`src/decodePkg.sv`:
```
// Decode stage shared types

package decodePkg;

	// ============================================================
	// Field widths
	// ============================================================
	localparam int prefixW = 25;
	localparam int immW = 15;

	typedef logic [4:0] regNumT;
	typedef logic [1:0] linkNumT;

	// Major opcode in bits 6..0
	typedef enum logic [6:0] {
		NOP  = 7'h00,
		R2   = 7'h02,
		ADDI = 7'h04,
		MULI = 7'h06,
		DIVI = 7'h07,
		ANDI = 7'h08,
		ORI  = 7'h09,
		XORI = 7'h0A,
		SLLI = 7'h0C,
		JMP  = 7'h20,
		BRA  = 7'h21,
		RTS  = 7'h22,
		JEQ  = 7'h26,
		JNE  = 7'h27,
		JLT  = 7'h28,
		JGE  = 7'h29,
		EXI  = 7'h30,
		LDB  = 7'h40,
		LDBU = 7'h41,
		LDW  = 7'h42,
		LDWU = 7'h43,
		LDT  = 7'h44,
		LDTU = 7'h45,
		LDO  = 7'h46,
		STB  = 7'h50,
		STW  = 7'h51,
		STT  = 7'h52,
		STO  = 7'h53
	} opcodeE;

	// Register-register function in bits 31..27
	typedef enum logic [4:0] {
		ADD  = 5'd0,
		SUB  = 5'd1,
		AND  = 5'd2,
		OR   = 5'd3,
		XOR  = 5'd4,
		SLL  = 5'd5,
		MUL  = 5'd8,
		MULU = 5'd9,
		DIV  = 5'd10,
		DIVU = 5'd11
	} funcE;

	typedef enum logic [1:0] {
		byt   = 2'd0,
		wyde  = 2'd1,
		tetra = 2'd2,
		octa  = 2'd3
	} memSizeE;

	// ============================================================
	// Instruction layout
	// ============================================================
	typedef struct packed {
		funcE   func;
		regNumT rc;
		regNumT rb;
		regNumT ra;
		regNumT rt;
		opcodeE opcode;
	} instrT;

	// Overlays on the same word
	function automatic logic [immW-1:0] imm15Of(instrT i);
		return i[31:17];
	endfunction

	function automatic logic [5:0] shamtOf(instrT i);
		return i[22:17];
	endfunction

	function automatic logic [9:0] brDisp10Of(instrT i);
		return i[31:22];
	endfunction

	function automatic logic [19:0] jmpDisp20Of(instrT i);
		return i[31:12];
	endfunction

	function automatic logic [prefixW-1:0] pfx25Of(instrT i);
		return i[31:7];
	endfunction

	// Link field shares the low bits of rt
	function automatic linkNumT lkOf(instrT i);
		return i[8:7];
	endfunction

	// Decoded control word
	typedef struct packed {
		regNumT  ra;
		regNumT  rb;
		regNumT  rc;
		regNumT  rt;
		linkNumT ca;
		linkNumT ct;
		logic    rfWr;
		logic    linkWr;
		logic    load;
		logic    loadZero;
		logic    store;
		logic    mul;
		logic    mulUnsigned;
		logic    div;
		logic    divUnsigned;
		logic    jmp;
		logic    condBranch;
		logic    rts;
		logic    flowChange;
		memSizeE memSize;
	} decodeCtlT;

endpackage

```
`src/decodeStage.sv`:
```
// Instruction decode stage
`timescale 1ns/100ps

module decodeStage
	import decodePkg::*;
#(
	parameter int dataW = 64
)
(
	input  logic             clk,
	input  logic             rstN,
	input  logic             inValid,
	output logic             inReady,
	input  instrT            inInstr,
	output logic             outValid,
	input  logic             outReady,
	output decodeCtlT        outCtl,
	output logic [dataW-1:0] outImm,
	output logic [dataW-1:0] outTgt
);

	decodeCtlT          ctlNext;
	logic [dataW-1:0]   immNext;
	logic [dataW-1:0]   tgtNext;
	logic               pfxValid;
	logic [prefixW-1:0] pfxBits;
	logic               take;
	logic               load;

	// ============================================================
	// Handshake
	// ============================================================
	assign inReady = !outValid || outReady;
	assign take = inValid && inReady;

	// Prefix words only arm the latch
	assign load = take && (inInstr.opcode != EXI);

	always_ff @(posedge clk or negedge rstN)
	begin
		if (!rstN)
			outValid <= 1'b0;
		else if (load)
			outValid <= 1'b1;
		else if (outReady)
			outValid <= 1'b0;
	end

	always_ff @(posedge clk)
	begin
		if (load)
		begin
			outCtl <= ctlNext;
			outImm <= immNext;
			outTgt <= tgtNext;
		end
	end

	// ============================================================
	// Decoders
	// ============================================================
	specifierDecode i_specifierDecode (
		.instr(inInstr),
		.ra(ctlNext.ra),
		.rb(ctlNext.rb),
		.rc(ctlNext.rc),
		.rt(ctlNext.rt),
		.ca(ctlNext.ca),
		.ct(ctlNext.ct),
		.rfWr(ctlNext.rfWr),
		.linkWr(ctlNext.linkWr)
	);

	opClassDecode i_opClassDecode (
		.instr(inInstr),
		.load(ctlNext.load),
		.loadZero(ctlNext.loadZero),
		.store(ctlNext.store),
		.mul(ctlNext.mul),
		.mulUnsigned(ctlNext.mulUnsigned),
		.div(ctlNext.div),
		.divUnsigned(ctlNext.divUnsigned),
		.jmp(ctlNext.jmp),
		.condBranch(ctlNext.condBranch),
		.rts(ctlNext.rts),
		.flowChange(ctlNext.flowChange),
		.memSize(ctlNext.memSize)
	);

	immDecode #(.dataW(dataW)) i_immDecode (
		.instr(inInstr),
		.pfxValid(pfxValid),
		.pfxBits(pfxBits),
		.imm(immNext),
		.tgt(tgtNext)
	);

	prefixLatch i_prefixLatch (
		.clk(clk),
		.rstN(rstN),
		.instr(inInstr),
		.take(take),
		.pfxValid(pfxValid),
		.pfxBits(pfxBits)
	);

	// Stalled output holds still until the consumer takes it
	assert property (@(posedge clk) disable iff (!rstN)
		outValid && !outReady |=> outValid && $stable(outCtl)
			&& $stable(outImm) && $stable(outTgt));

endmodule

```
`src/immDecode.sv`:
```
// Immediate and branch target decode
`timescale 1ns/100ps

module immDecode
	import decodePkg::*;
#(
	parameter int dataW = 64
)
(
	input  instrT              instr,
	input  logic               pfxValid,
	input  logic [prefixW-1:0] pfxBits,
	output logic [dataW-1:0]   imm,
	output logic [dataW-1:0]   tgt
);

	localparam int extW = prefixW + immW;

	logic [immW-1:0]        imm15;
	logic [dataW-1:0]       baseImm;
	logic                   hasImm;
	logic signed [extW-1:0] extImm;
	logic signed [10:0]     brOff;
	logic signed [20:0]     jmpOff;

	// The prefix needs room above the immediate
	if (dataW < extW)
	begin : gWidthCheck
		$error("immDecode needs dataW of at least %0d", extW);
	end

	assign imm15 = imm15Of(instr);

	// ============================================================
	// Immediate before any prefix
	// ============================================================
	always_comb
	begin
		hasImm = 1'b1;
		case (instr.opcode)
			ADDI, MULI, DIVI,
			LDB, LDBU, LDW, LDWU, LDT, LDTU, LDO,
			STB, STW, STT, STO:
				baseImm = {{(dataW-immW){imm15[immW-1]}}, imm15};
			// Ones to the left keep the upper bits of the operand
			ANDI:
				baseImm = {{(dataW-immW){1'b1}}, imm15};
			ORI, XORI:
				baseImm = {{(dataW-immW){1'b0}}, imm15};
			SLLI:
				baseImm = {{(dataW-6){1'b0}}, shamtOf(instr)};
			default:
			begin
				baseImm = '0;
				hasImm = 1'b0;
			end
		endcase
	end

	// Prefix bits go above the low immediate bits
	assign extImm = {pfxBits, baseImm[immW-1:0]};
	assign imm = (pfxValid && hasImm) ? dataW'(extImm) : baseImm;

	// ============================================================
	// Branch target
	// ============================================================
	assign brOff = {brDisp10Of(instr), 1'b0};
	assign jmpOff = {jmpDisp20Of(instr), 1'b0};

	always_comb
	begin
		case (instr.opcode)
			JEQ, JNE, JLT, JGE:
				tgt = dataW'(brOff);
			JMP, BRA:
				tgt = dataW'(jmpOff);
			default:
				tgt = '0;
		endcase
	end

endmodule

```
`src/opClassDecode.sv`:
```
// Operation class decode
`timescale 1ns/100ps

module opClassDecode
	import decodePkg::*;
(
	input  instrT   instr,
	output logic    load,
	output logic    loadZero,
	output logic    store,
	output logic    mul,
	output logic    mulUnsigned,
	output logic    div,
	output logic    divUnsigned,
	output logic    jmp,
	output logic    condBranch,
	output logic    rts,
	output logic    flowChange,
	output memSizeE memSize
);

	logic isR2;
	logic isBra;

	assign isR2 = (instr.opcode == R2);
	assign isBra = (instr.opcode == BRA);

	// ============================================================
	// Memory operations
	// ============================================================
	assign load = instr.opcode inside {LDB, LDBU, LDW, LDWU, LDT, LDTU, LDO};
	assign loadZero = instr.opcode inside {LDBU, LDWU, LDTU};
	assign store = instr.opcode inside {STB, STW, STT, STO};

	// Size follows the suffix letter
	always_comb
	begin
		case (instr.opcode)
			LDB, LDBU, STB:
				memSize = byt;
			LDW, LDWU, STW:
				memSize = wyde;
			LDT, LDTU, STT:
				memSize = tetra;
			default:
				memSize = octa;
		endcase
	end

	// ============================================================
	// Multi-cycle arithmetic
	// ============================================================
	always_comb
	begin
		mul = (instr.opcode == MULI);
		mulUnsigned = 1'b0;
		div = (instr.opcode == DIVI);
		divUnsigned = 1'b0;
		if (isR2)
		begin
			case (instr.func)
				MUL:
					mul = 1'b1;
				MULU:
				begin
					mul = 1'b1;
					mulUnsigned = 1'b1;
				end
				DIV:
					div = 1'b1;
				DIVU:
				begin
					div = 1'b1;
					divUnsigned = 1'b1;
				end
				default:
					mul = 1'b0;
			endcase
		end
	end

	// Flow control
	assign jmp = (instr.opcode == JMP);
	assign condBranch = instr.opcode inside {JEQ, JNE, JLT, JGE};
	assign rts = (instr.opcode == RTS);
	assign flowChange = jmp | isBra | condBranch | rts;

	// A word is either a load or a store, never both
	assert final (!(load && store));

endmodule

```
`src/prefixLatch.sv`:
```
// Constant prefix holding register
`timescale 1ns/100ps

module prefixLatch
	import decodePkg::*;
(
	input  logic               clk,
	input  logic               rstN,
	input  instrT              instr,
	input  logic               take,
	output logic               pfxValid,
	output logic [prefixW-1:0] pfxBits
);

	logic isPrefix;

	assign isPrefix = (instr.opcode == EXI);

	// Armed by a prefix and spent by whatever comes next
	always_ff @(posedge clk or negedge rstN)
	begin
		if (!rstN)
		begin
			pfxValid <= 1'b0;
		end
		else if (take)
		begin
			pfxValid <= isPrefix;
		end
	end

	// A second prefix simply overwrites the first
	always_ff @(posedge clk)
	begin
		if (take && isPrefix)
		begin
			pfxBits <= pfx25Of(instr);
		end
	end

	// Nothing is armed coming out of reset
	assert property (@(posedge clk) $rose(rstN) |-> !pfxValid);

endmodule

```
`src/specifierDecode.sv`:
```
// Register specifier decode
`timescale 1ns/100ps

module specifierDecode
	import decodePkg::*;
(
	input  instrT   instr,
	output regNumT  ra,
	output regNumT  rb,
	output regNumT  rc,
	output regNumT  rt,
	output linkNumT ca,
	output linkNumT ct,
	output logic    rfWr,
	output logic    linkWr
);

	logic    isStore;
	linkNumT lk;

	assign lk = lkOf(instr);
	assign isStore = instr.opcode inside {STB, STW, STT, STO};

	// Sources come straight from their fields
	assign ra = instr.ra;
	assign rb = instr.rb;

	// Store data sits in the rt field
	assign rc = isStore ? instr.rt : instr.rc;

	always_comb
	begin
		case (instr.opcode)
			STB, STW, STT, STO:
				rt = '0;
			JEQ, JNE, JLT, JGE:
				rt = '0;
			JMP, BRA, RTS, EXI, NOP:
				rt = '0;
			default:
				rt = instr.rt;
		endcase
	end

	always_comb
	begin
		case (instr.opcode)
			R2, ADDI, ANDI, ORI, XORI, SLLI, MULI, DIVI:
				rfWr = 1'b1;
			LDB, LDBU, LDW, LDWU, LDT, LDTU, LDO:
				rfWr = 1'b1;
			default:
				rfWr = 1'b0;
		endcase
	end

	// Link register target for calls and branches
	always_comb
	begin
		ct = '0;
		ca = '0;
		case (instr.opcode)
			JMP, BRA, JEQ, JNE, JLT, JGE:
				ct = lk;
			RTS:
				ca = lk;
			default:
				ct = '0;
		endcase
	end

	// Link zero is never written
	assign linkWr = (ct != '0);

endmodule

```
`config.mk`:
```
export PLATFORM = sky130hd
export DESIGN_NAME = decodeStage
export DESIGN_NICKNAME = d
export VERILOG_FILES = /design/src/decodePkg.sv /design/src/decodeStage.sv /design/src/immDecode.sv /design/src/opClassDecode.sv /design/src/prefixLatch.sv /design/src/specifierDecode.sv
export SDC_FILE = /design/constraint.sdc
export NUM_CORES = 1
export LEC_CHECK = 0
export ABC_AREA = 0
export BUFFER_PORTS_ARGS = -buffer_cell sky130_fd_sc_hd__clkbuf_2
export CAP_MARGIN = 20
export CORE_ASPECT_RATIO = 0.75
export CORE_UTILIZATION = 49
export CTS_CLUSTER_SIZE = 25
export DETAILED_ROUTE_END_ITERATION = 8
export HOLD_SLACK_MARGIN = 0.02
export PLACE_DENSITY = 0.77
export SLEW_MARGIN = 20
export SYNTH_ARGS = -nofsm -noshare
export SYNTH_HDL_FRONTEND = slang
export SYNTH_HIERARCHICAL = 1
export SYNTH_SLANG_ARGS = --single-unit
```
`constraint.sdc`:
```
create_clock -name clk -period 14.95 [get_ports clk]
set_clock_uncertainty 0.1 [all_clocks]
set_input_delay 2.99 -clock clk [delete_from_list [all_inputs] [get_ports clk]]
set_output_delay 2.99 -clock clk [all_outputs]
set_load 0.05 [all_outputs]
```
==> results by group, run 1 <==
Worst hold path
  – Hold WC Path Type: flop to flop

Layout
  – Ant diodes: 0
  – Fillers: 1230
  – Layout area overhead: 14.3%
  – Layout cells sized above 1: 45.8%
  – Net count, final: 656

Synth
  – Ys Warns: 6
  – Most used DFF post-synth: edfxtp_1
  – Mapped Area: 0.00802 mm²
  – Synth top area share: 71.9%
  – Net count after synthesis: 526
  – Synth top cells by count: edfxtp_1 (192), buf_4 (80), nand2_1 (35)
  – Register bit count reported by yosys: 194
  – Area contributors post-synth: edfxtp_1 (72%), buf_4 (7.5%), o211ai_2 (3.9%)
  – Yosys top cell by area: edfxtp_1
  – Post-synth cell types: 56
  – EDFF count, synth: 192
  – Cells after synthesis: 490
  – Fraction of registers with async set/reset: 1.03%
  – Sequential-to-total area share from yosys stat: 72.5%
  – Syn Area/Cell: 16.4 µm²
  – Most frequent cell after synthesis: edfxtp_1

Routing
  – Post-DRT Antenna Nets: 0
  – Detailed-router iteration count before antenna repair: 4
  – Detailed-route wire length: 15600 µm
  – Via density: 5.22
  – WL/cell: 18.6 µm
  – DR iter-0 viols: 380
  – Drc violations: 0
  – Vias: 4400

Timing
  – Achievable Freq: 0.152 GHz
  – Rel. slew slack: 32.8%
  – Final hold viol count: 0
  – Final period util: 44.0%
  – Setup TNS: 0 ns
  – Unrepaired setup endpoints after global routing: false
  – Final hold slack: 0.514 ns
  – Setup Viol. Count Final: 0
  – Worst-Margin Slew: 1.01 ns
  – Max-slew violations: 0
  – Crit path time final: 6.57 ns

GRT
  – Vias in the first global route: 4176
  – Total grt overflow: 0
  – Initial antenna violation count: 0
  – Pin count of the biggest net entering global routing: 82
  – GRT Overall Usage: 18.8%
  – First-pass GRT wire length: 23400 µm

Worst setup path
  – Most common cell on crit path: clkbuf_2
  – Worst-path fanout max: 2
  – CP Buf/Inv Count: 2
  – CP required: 11.86 ns
  – Startpoint Class: input port
  – Worst path slowest cell: clkbuf_2
  – Worst R2R Setup Slack: 12.28 ns
  – CP endpoint kind: output pin
  – Critical Path, Cell by Cell: clkbuf_2, nand2b_1, clkbuf_2
  – CP Class: input port to output pin
  – Arr. time, crit path: 3.48 ns
  – Cell family with most CP delay: buffers and inverters
  – Worst path max stage delay: 0.28 ns

Clock tree
  – CTS root buffer: clkbuf_16
  – H-tree Lvls: 4
  – Post-CTS Setup Bufs: 0
  – Clk_lat worst skew: 0.42 ns
  – Cts-stage hold buffer count: 0
  – Num CTS Buffers: 17
  – Sink Count: 194
  – Clock tree buffer depth: 2
  – Post-CTS sizing: 0
  – CTS tree: yes
  – Reg clk slew, reported paths: 0.07 ns

Die
  – Initial Util: 50.1%
  – Cell row count: 40
  – Die area: 0.0169 mm²
  – I/O Pins: 205
  – Die W: 150 µm
  – Die height: 113 µm
  – Core Area: 0.0160 mm²

Place
  – I/O Buffers: 204
  – GP Congestion: 0.786
  – Hpwl dp: 10200 µm

Power
  – Pleak: 3.69 nW
  – Worst IR drop on VDD: 0.0000683 V
  – Cell area power density: 130 mW/mm²

Job
  – Max_cap viols: 0

Run status
  – Status: finished, final reports clean
worst paths after layout:
kind                                     startpoint                endpoint  cells after the start
hold reg to reg            i_prefixLatch/pfxBits[4]              outImm[19]                      2
hold / removal             i_prefixLatch/pfxBits[4]              outImm[19]                      2
min in group asynchronous                      rstN                outValid                      1
max in group asynchronous                      rstN  i_prefixLatch/pfxValid                      1
setup / recovery                           outReady                 inReady                      3
setup reg to reg                           outValid              outTgt[11]                      2
placed cells by master, fill, tap and decap left out, drive strengths merged, types with 4 or more instances in the layout:
| master | netlist | final |
|---|---|---|
| nor3 | 5 | 5 |
| and2 | 16 | 16 |
| nor2 | 13 | 13 |
| o211ai | 25 | 25 |
| clkbuf | 2 | 221 |
| a21oi | 9 | 9 |
| nand3 | 4 | 4 |
| nand2b | 4 | 4 |
| buf | 96 | 5 |
| mux2 | 5 | 5 |
| edfxtp | 192 | 192 |
| a22o | 10 | 10 |
| nand2 | 35 | 35 |
| and3 | 4 | 4 |
| nor4 | 5 | 5 |
| nor2b | 8 | 8 |
| inv | 7 | 13 |
| clkinv | 0 | 6 |
| a21o | 10 | 10 |
routing by layer:
metal / vias to the layer above / global-route usage, % / share of wire (%)
met5: - / 0 / 0
met4: 0 / 4.92 / 0.63
met3: 8 / 5.89 / 7.2
met2: 173 / 30.1 / 49
met1: 2204 / 24.9 / 43
li1: 2015 / - / -
worst reg2reg max path: cells and delay by family, from the launching register on:
kind	cells	cell delay [ns]
buffers and inverters	1	0.86
AO/OA/AOI/OAI	1	0.80
flip-flops	1	0.44
final cells by class:
class,instances,area (µm²),share of cell area [%]
repair buffers,209,1060,11.5
clock buffers,17,425,4.64
clock inverters,15,106,1.16
flip-flops and latches,194,5820,63.4
well taps,210,263,2.87
inverters,7,26.3,0.287
multi-input cells,191,1470,16.1
state kept, by name, summed over array words and instances, names as in the netlist:
name,count
i_prefixLatch/pfxBits,25
outImm,64
outTgt,64
outCtl,39
outValid,1
i_prefixLatch/pfxValid,1
stage by stage:
stage / setup WS, ns / cell area [µm²] / utilization, % / power, mW / std cells
after floorplan: 3.72 / 8020 / - / 0.762 / 490
after global placement: 8.39 / 8630 / 53.9 / 0.785 / 811
after detailed placement: 8.38 / 8630 / 53.9 / 0.789 / 811
after CTS: 8.37 / 9170 / 57.2 / 1.20 / 843
after global routing: 8.35 / 9170 / 57.2 / 1.23 / 843
final: 8.38 / 9170 / 57.2 / 1.19 / 843
where the power goes:
part / internal, mW / leakage [nW] / total [mW] / switching [mW]
Sequential: 0.623 / 1.89 / 0.630 / 0.00701
Clock: 0.214 / 0.253 / 0.413 / 0.199
Combinational: 0.0267 / 1.55 / 0.146 / 0.119
cell families (layout without fill, tap and decap cells):
logic type | Yosys count | after routing | synth area share, %
AOI/OAI and AO/OA | 69 | 69 | 8.35
buffers and inverters | 105 | 248 | 9.53
DFF | 194 | 194 | 72.5
xor gates and xnor gates | 1 | 1 | 0.109
other | 1 | 1 | 0.0467
muxes | 6 | 6 | 0.827
and+or+nand+nor | 114 | 114 | 8.64
No activity file was read; power rests on OpenSTA's default activity.
==> run 2, diff against run 1 <==
--- a/config.mk
+++ b/config.mk
@@ -13,7 +13,7 @@
 export CTS_CLUSTER_SIZE = 25
 export DETAILED_ROUTE_END_ITERATION = 8
 export HOLD_SLACK_MARGIN = 0.02
-export PLACE_DENSITY = 0.77
+export PLACE_DENSITY = 0.8
 export SLEW_MARGIN = 20
 export SYNTH_ARGS = -nofsm -noshare
 export SYNTH_HDL_FRONTEND = slang
==> constraint.sdc (replaced) <==
create_clock -name clk -period 5.5 [get_ports clk]
set_clock_uncertainty 0.1 [all_clocks]
set_input_delay 1.1 -clock clk [delete_from_list [all_inputs] [get_ports clk]]
set_output_delay 1.1 -clock clk [all_outputs]
set_load 0.05 [all_outputs]
==> run 2 against run 1 <==
Sequential share of layout area decreased by 0.30 points. Sequential power grew to 2.7 times the previous value. Via count down 1.2%. Non-clock buffer count is 2 higher. First-iteration DRC count is 14% lower. Critical endpoint is now outImm[53].
==> results by group, run 2 (synthesis results as in run 1) <==
Run status
  – Status: finished, final reports clean

Layout
  – Most frequent cells in the layout: clkbuf_2 (204), edfxtp_1 (192), nand2_1 (35)
  – Biggest regs: outImm: 64 flops, outTgt: 64 flops, outCtl: 39 flops
  – Layout area overhead: 14.8%
  – Ant diodes: 0
  – Most common cell after layout, fill and taps aside: clkbuf_2
  – Fillers: 1285
  – Area of the multi-input gates: 0.00147 mm²
  – Layout cells sized above 1: 46.6%
  – Final Util: 57.5%
  – Post-route insts no fill: 845
  – Sequential cell area: 0.00582 mm²
  – Net count, final: 658

GRT
  – Pin count of the biggest net entering global routing: 94
  – Initial antenna violation count: 0
  – First-pass GRT wire length: 22800 µm
  – GRT Overall Usage: 18.4%
  – Vias in the first global route: 4094
  – Total grt overflow: 0

Clock tree
  – Post-CTS sizing: 0
  – CTS tree: yes
  – Reg clk slew, reported paths: 0.07 ns
  – Clk_lat worst skew: 0.42 ns
  – Post-CTS Setup Bufs: 0
  – CTS root buffer: clkbuf_16
  – H-tree Lvls: 4
  – Cts-stage hold buffer count: 0
  – Sink Count: 194
  – Clock tree buffer depth: 2
  – Num CTS Buffers: 17

Worst setup path
  – CP Buf/Inv Count: 1
  – Arr. time, crit path: 3.42 ns
  – Startpoint Class: input port
  – CP required: 5.51 ns
  – CP endpoint kind: flop
  – Critical Path, Cell by Cell: clkbuf_2, nor2_2, a2111oi_4, nand4b_4, o211ai_2
  – Worst-path fanout max: 29
  – Worst path slowest cell: nand4b_4
  – Worst path max stage delay: 0.59 ns
  – CP Class: input port to flop
  – Cell family with most CP delay: compound AO/OA/AOI/OAI gates

Timing
  – Achievable Freq: 0.293 GHz
  – Rel. slew slack: 30.6%
  – Crit path time final: 3.41 ns
  – Worst-Margin Slew: 1.04 ns
  – Setup Viol. Count Final: 0
  – Final hold viol count: 0
  – Max-slew violations: 0
  – Unrepaired setup endpoints after global routing: false
  – Final period util: 62.0%

Die
  – Die W: 150 µm
  – I/O Pins: 205
  – Initial Util: 50.1%
  – Die area: 0.0169 mm²
  – Die height: 113 µm
  – Cell row count: 40
  – Core Area: 0.0160 mm²

Power
  – Cell area power density: 351 mW/mm²
  – Worst IR drop on VDD: 0.000219 V
  – Pleak: 3.72 nW

Routing
  – Detailed-router iteration count before antenna repair: 4
  – Detailed-route wire length: 15500 µm
  – Post-DRT Antenna Nets: 0
  – DR iter-0 viols: 325
  – Vias: 4346
  – Drc violations: 0
  – WL/cell: 18.3 µm
  – Via density: 5.14

Place
  – Hpwl dp: 10200 µm
  – GP Congestion: 0.748
  – DP Cell Count: 813
  – I/O Buffers: 204

Job
  – Max_cap viols: 0

Worst hold path
  – Hold WC Path Type: input port to async pin
==> run 2: path summary, 6_finish.rpt <==
path	start	to	slack (ns)	cells after the start
setup reg to reg	i_prefixLatch/pfxValid	outImm[53]	2.86	2
setup / recovery	inInstr[2]	outImm[53]	2.09	5
min in group clk	i_prefixLatch/pfxBits[0]	outImm[15]	0.52	2
hold reg to reg	i_prefixLatch/pfxBits[0]	outImm[15]	0.52	2
max in group asynchronous	rstN	outValid	4.83	1
hold / removal	rstN	i_prefixLatch/pfxValid	0.36	1
==> run 2: layout make-up <==
class	instances	share of cell area, %
Clock buffer	18	4.66
Sequential cell	194	63.1
Multi-Input combinational cell	191	16.0
Inverter	7	0.421
Tap cell	210	2.85
Timing Repair Buffer	211	11.8
Clock inverter	14	1.15
==> run 2: where the power goes <==
part	internal, mW	total [mW]	switching (mW)	leakage, nW
Combinational	0.0744	0.399	0.324	1.57
Clock	0.585	1.12	0.532	0.266
Sequential	1.69	1.71	0.0196	1.89
Total	2.35	3.23	0.876	3.72
==> run 2: worst reg2reg max path: stages, from the launching register on <==
cell	delay, ns
dfrtp_1	1.02
nand4b_4	0.62
o211ai_2	0.50
==> run 2: metal layers <==
metal / GRT usage [%] / wire length, µm / vias to the layer above
li1: - / - / 2031
met1: 24.0 / 6670 / 2141
met2: 29.8 / 7550 / 160
met3: 6.21 / 1100 / 14
met4: 4.65 / 143 / 0
met5: 0 / 0 / -
==> run 2: metrics by stage <==
stage | instance area (µm²) | hold slack (ns) | TNS (ns) | setup WS (ns) | power (mW)
2_1_floorplan | 8050 | 0.413 | -92.20 | -0.552 | 2.06
3_3_place_gp | 8670 | 0.492 | 0 | 1.80 | 2.14
3_5_place_dp | 8670 | 0.500 | 0 | 1.63 | 2.15
4_1_cts | 9210 | 0.343 | 0 | 2.11 | 3.25
5_1_grt | 9210 | 0.342 | 0 | 1.93 | 3.32
6_report | 9210 | 0.362 | 0 | 2.09 | 3.23
==> run 3, diff against run 2 <==
--- a/config.mk
+++ b/config.mk
@@ -5,7 +5,7 @@
 export SDC_FILE = /design/constraint.sdc
 export NUM_CORES = 1
 export LEC_CHECK = 0
-export ABC_AREA = 0
+export ABC_AREA = 1
 export BUFFER_PORTS_ARGS = -buffer_cell sky130_fd_sc_hd__clkbuf_2
 export CAP_MARGIN = 20
 export CORE_ASPECT_RATIO = 0.75
@@ -13,7 +13,7 @@
 export CTS_CLUSTER_SIZE = 25
 export DETAILED_ROUTE_END_ITERATION = 8
 export HOLD_SLACK_MARGIN = 0.02
-export PLACE_DENSITY = 0.8
+export PLACE_DENSITY = 0.77
 export SLEW_MARGIN = 20
 export SYNTH_ARGS = -nofsm -noshare
 export SYNTH_HDL_FRONTEND = slang
==> constraint.sdc (replaced) <==
create_clock -name clk -period 3.3 [get_ports clk]
set_clock_uncertainty 0.1 [all_clocks]
set_input_delay 0.66 -clock clk [delete_from_list [all_inputs] [get_ports clk]]
set_output_delay 0.66 -clock clk [all_outputs]
set_load 0.05 [all_outputs]
==> run 3 against run 2 <==
Clock power is 79% higher. Critical endpoint is now outImm[42]. Count of clock-buffer cells in the layout stayed put. Wire length is 1.0% higher. Register-to-register slack worse by 1.5 ns. Sequential share of layout area is 0.077 points lower. Sequential power is 69% higher. Critical path depth is 4 higher. Critical path type unchanged. Combinational power is 100% higher. Via count is 9.4% higher. Worst hold slack worse by 0.035 ns.
==> results by group, run 3 <==
Power
  – Worst IR drop on VDD: 0.000400 V
  – Pleak: 4.06 nW
  – Sw power: 1.64 mW
  – Clock group share of total power: 35.1%
  – Net Sw Frac: 28.8%
  – Int Power: 4.06 mW
  – Gate power share: 14.2%
  – Cell area power density: 617 mW/mm²
  – Part of the power in registers: 50.7%

GRT
  – Initial antenna violation count: 0
  – Total grt overflow: 0
  – GR Util met1: 28.4%
  – Vias in the first global route: 4245
  – Gr busiest metal: met1
  – M3 GR Usage: 6.48%
  – First-pass GRT wire length: 24000 µm
  – GRT Overall Usage: 19.7%
  – Pin count of the biggest net entering global routing: 102
  – Met2 Use GR: 27.6%

Routing
  – DR iter-0 viols: 466
  – Post-DRT Antenna Nets: 0
  – Drc violations: 0
  – WL/cell: 16.3 µm
  – Vias: 4753
  – Detailed-route wire length: 15600 µm
  – Detailed-router iteration count before antenna repair: 6
  – Via density: 4.96

Die
  – Die height: 112 µm
  – Initial Util: 50.9%
  – Die W: 148 µm
  – Die area: 0.0166 mm²
  – Cell row count: 39
  – I/O Pins: 205
  – Core Area: 0.0155 mm²

Worst setup path
  – Startpoint Class: input port
  – Worst path max stage delay: 0.48 ns
  – RR Startpoint: i_prefixLatch/pfxValid
  – Arr. time, crit path: 2.42 ns
  – Critical Path, Cell by Cell: clkbuf_2, nor2_2, nand2_1, nand2_1, nand2_1, nand4_4, nand2_2, nand2_4, nand2_1
  – Cell family with most CP delay: simple AND/OR/NAND/NOR gates
  – CP Buf/Inv Count: 1
  – Worst-path fanout max: 25
  – CP Class: input port to flop
  – Most common cell on crit path: nand2_1
  – Worst path slowest cell: nand2_1
  – Worst R2R Setup Slack: 1.32 ns
  – Reg2reg end: outImm[42]
  – CP endpoint kind: flop
  – Reg2reg path depth: 4
  – CP required: 3.20 ns

Layout
  – Most common cell after layout, fill and taps aside: clkbuf_2
  – Net count, final: 778
  – Biggest regs: outImm: 64 flops, outTgt: 64 flops, outCtl: 39 flops
  – Fillers: 1194
  – Ant diodes: 0
  – Post-route insts no fill: 959
  – Layout area overhead: 17.1%
  – Layout cells sized above 1: 36.2%
  – Post-route cell area: 0.00922 mm²
  – Most frequent cells in the layout: clkbuf_2 (204), edfxtp_1 (192), nand2_1 (91)

Synth
  – Post-synth cell types: 30
  – Area contributors post-synth: edfxtp_1 (73%), buf_4 (7.4%), nand2_1 (4.3%)
  – Most frequent cell after synthesis: edfxtp_1
  – EDFF count, synth: 192
  – Register bit count reported by yosys: 194
  – Most used DFF post-synth: edfxtp_1
  – Syn Area/Cell: 13.2 µm²
  – Fraction of registers with async set/reset: 1.03%
  – Sequential-to-total area share from yosys stat: 73.8%
  – Net count after synthesis: 631
  – Mapped Area: 0.00788 mm²
  – Synth top area share: 73.2%
  – Yosys top cell by area: edfxtp_1
  – Ys Warns: 6
  – Synth top cells by count: edfxtp_1 (192), nand2_1 (91), buf_4 (78)
  – Cells after synthesis: 595

Place
  – Setup Slack @ Placement: 0.316 ns
  – I/O Buffers: 204
  – GP Congestion: 0.861
  – Placed cell area: 0.00864 mm²
  – DP Cell Count: 927
  – Hpwl dp: 10700 µm

Clock tree
  – Reg clk slew, reported paths: 0.07 ns
  – CTS tree: yes
  – Clk_lat worst skew: 0.42 ns
  – H-tree Lvls: 4
  – Sink Count: 194
  – CTS root buffer: clkbuf_16
  – Clock tree buffer depth: 2
  – Num CTS Buffers: 17

Timing
  – Rel. slew slack: 54.1%
  – Final period util: 76.4%
  – Setup TNS: 0 ns
  – Setup Viol. Count Final: 0
  – Worst-Margin Slew: 0.687 ns
  – Crit path time final: 2.52 ns
  – Unrepaired setup endpoints after global routing: false
  – Max-slew violations: 0
  – Achievable Freq: 0.397 GHz
  – Final setup margin: 0.780 ns
  – Final hold slack: 0.326 ns
  – Final hold viol count: 0

Worst hold path
  – Hold WC Path Type: input port to flop
  – Hold Crit Start: inInstr[8]
  – WHS Endpoint: i_prefixLatch/pfxBits[1]
  – Hold Crit Depth: 1

Job
  – Max_cap viols: 0

Run status
  – Status: finished, final reports clean
run 3: power groups by stage:
stage               clock, mW  combinational [mW]  sequential, mW
finish                   2.00               0.806            2.89
global route             2.14               0.844            2.90
CTS                      2.05               0.809            2.89
detailed placement          0               0.808            2.94
global placement            0               0.799            2.94
floorplan                   0               0.176            3.39
run 3: worst max-delay path by stage:
stage / from / to / slack [ns] / cells after the start
6_report: inInstr[3] / outImm[42] / 0.78 / 9
3_3_place_gp: inInstr[3] / outImm[51] / 0.42 / 9
4_1_cts: inInstr[3] / outImm[42] / 0.79 / 9
5_1_grt: inInstr[3] / outImm[42] / 0.52 / 9
2_1_floorplan: inInstr[3] / outCtl[0] / -0.65 / 4
3_5_place_dp: inInstr[3] / outImm[51] / 0.32 / 9
run 3: metrics by stage:
step | total power, mW | util (%)
2_1_floorplan | 3.57 | -
5_1_grt | 5.88 | 59.6
3_5_place_dp | 3.75 | 55.9
4_1_cts | 5.75 | 59.6
3_3_place_gp | 3.74 | 55.9
6_report | 5.69 | 59.6
run 3: final cells by class:
| type | count | area, µm² | share of cell area (%) |
|---|---|---|---|
| Timing Repair Buffer | 214 | 1120 | 12.2 |
| Inverter | 66 | 251 | 2.73 |
| Multi-Input combinational cell | 249 | 1210 | 13.1 |
| Tap cell | 205 | 256 | 2.78 |
| Sequential cell | 194 | 5820 | 63.1 |
| Clock inverter | 13 | 139 | 1.51 |
| Clock buffer | 18 | 429 | 4.65 |
run 3: cells by family after synthesis:
kind of cell    Yosys count  synth area share [%]
compound gates           33                  2.45
buf+inv                 152                  11.2
flops                   194                  73.8
other cells               1                0.0476
simple gates            215                  12.5
run 3: worst reg2reg max path, cell delays in order, from the launching register on:
cell	delay (ns)
dfrtp_1	0.32
buf_4	0.30
nand2_2	0.11
nand2_4	0.24
nand2_1	0.48
run 3: layer usage:
metal,up-vias,part of all wire (%),wire (µm)
met5,-,0,0
met4,0,1.1,175
met3,15,8.1,1260
met2,224,45,7030
met1,2265,46,7170
li1,2249,-,-
run 3: what timing repair did:
action | CTS | global route
setup buffers | 0 | 0
endpoints found under the hold margin | 2 | 0
gates resized for setup | 0 | 0
hold buffers | 1 | 0
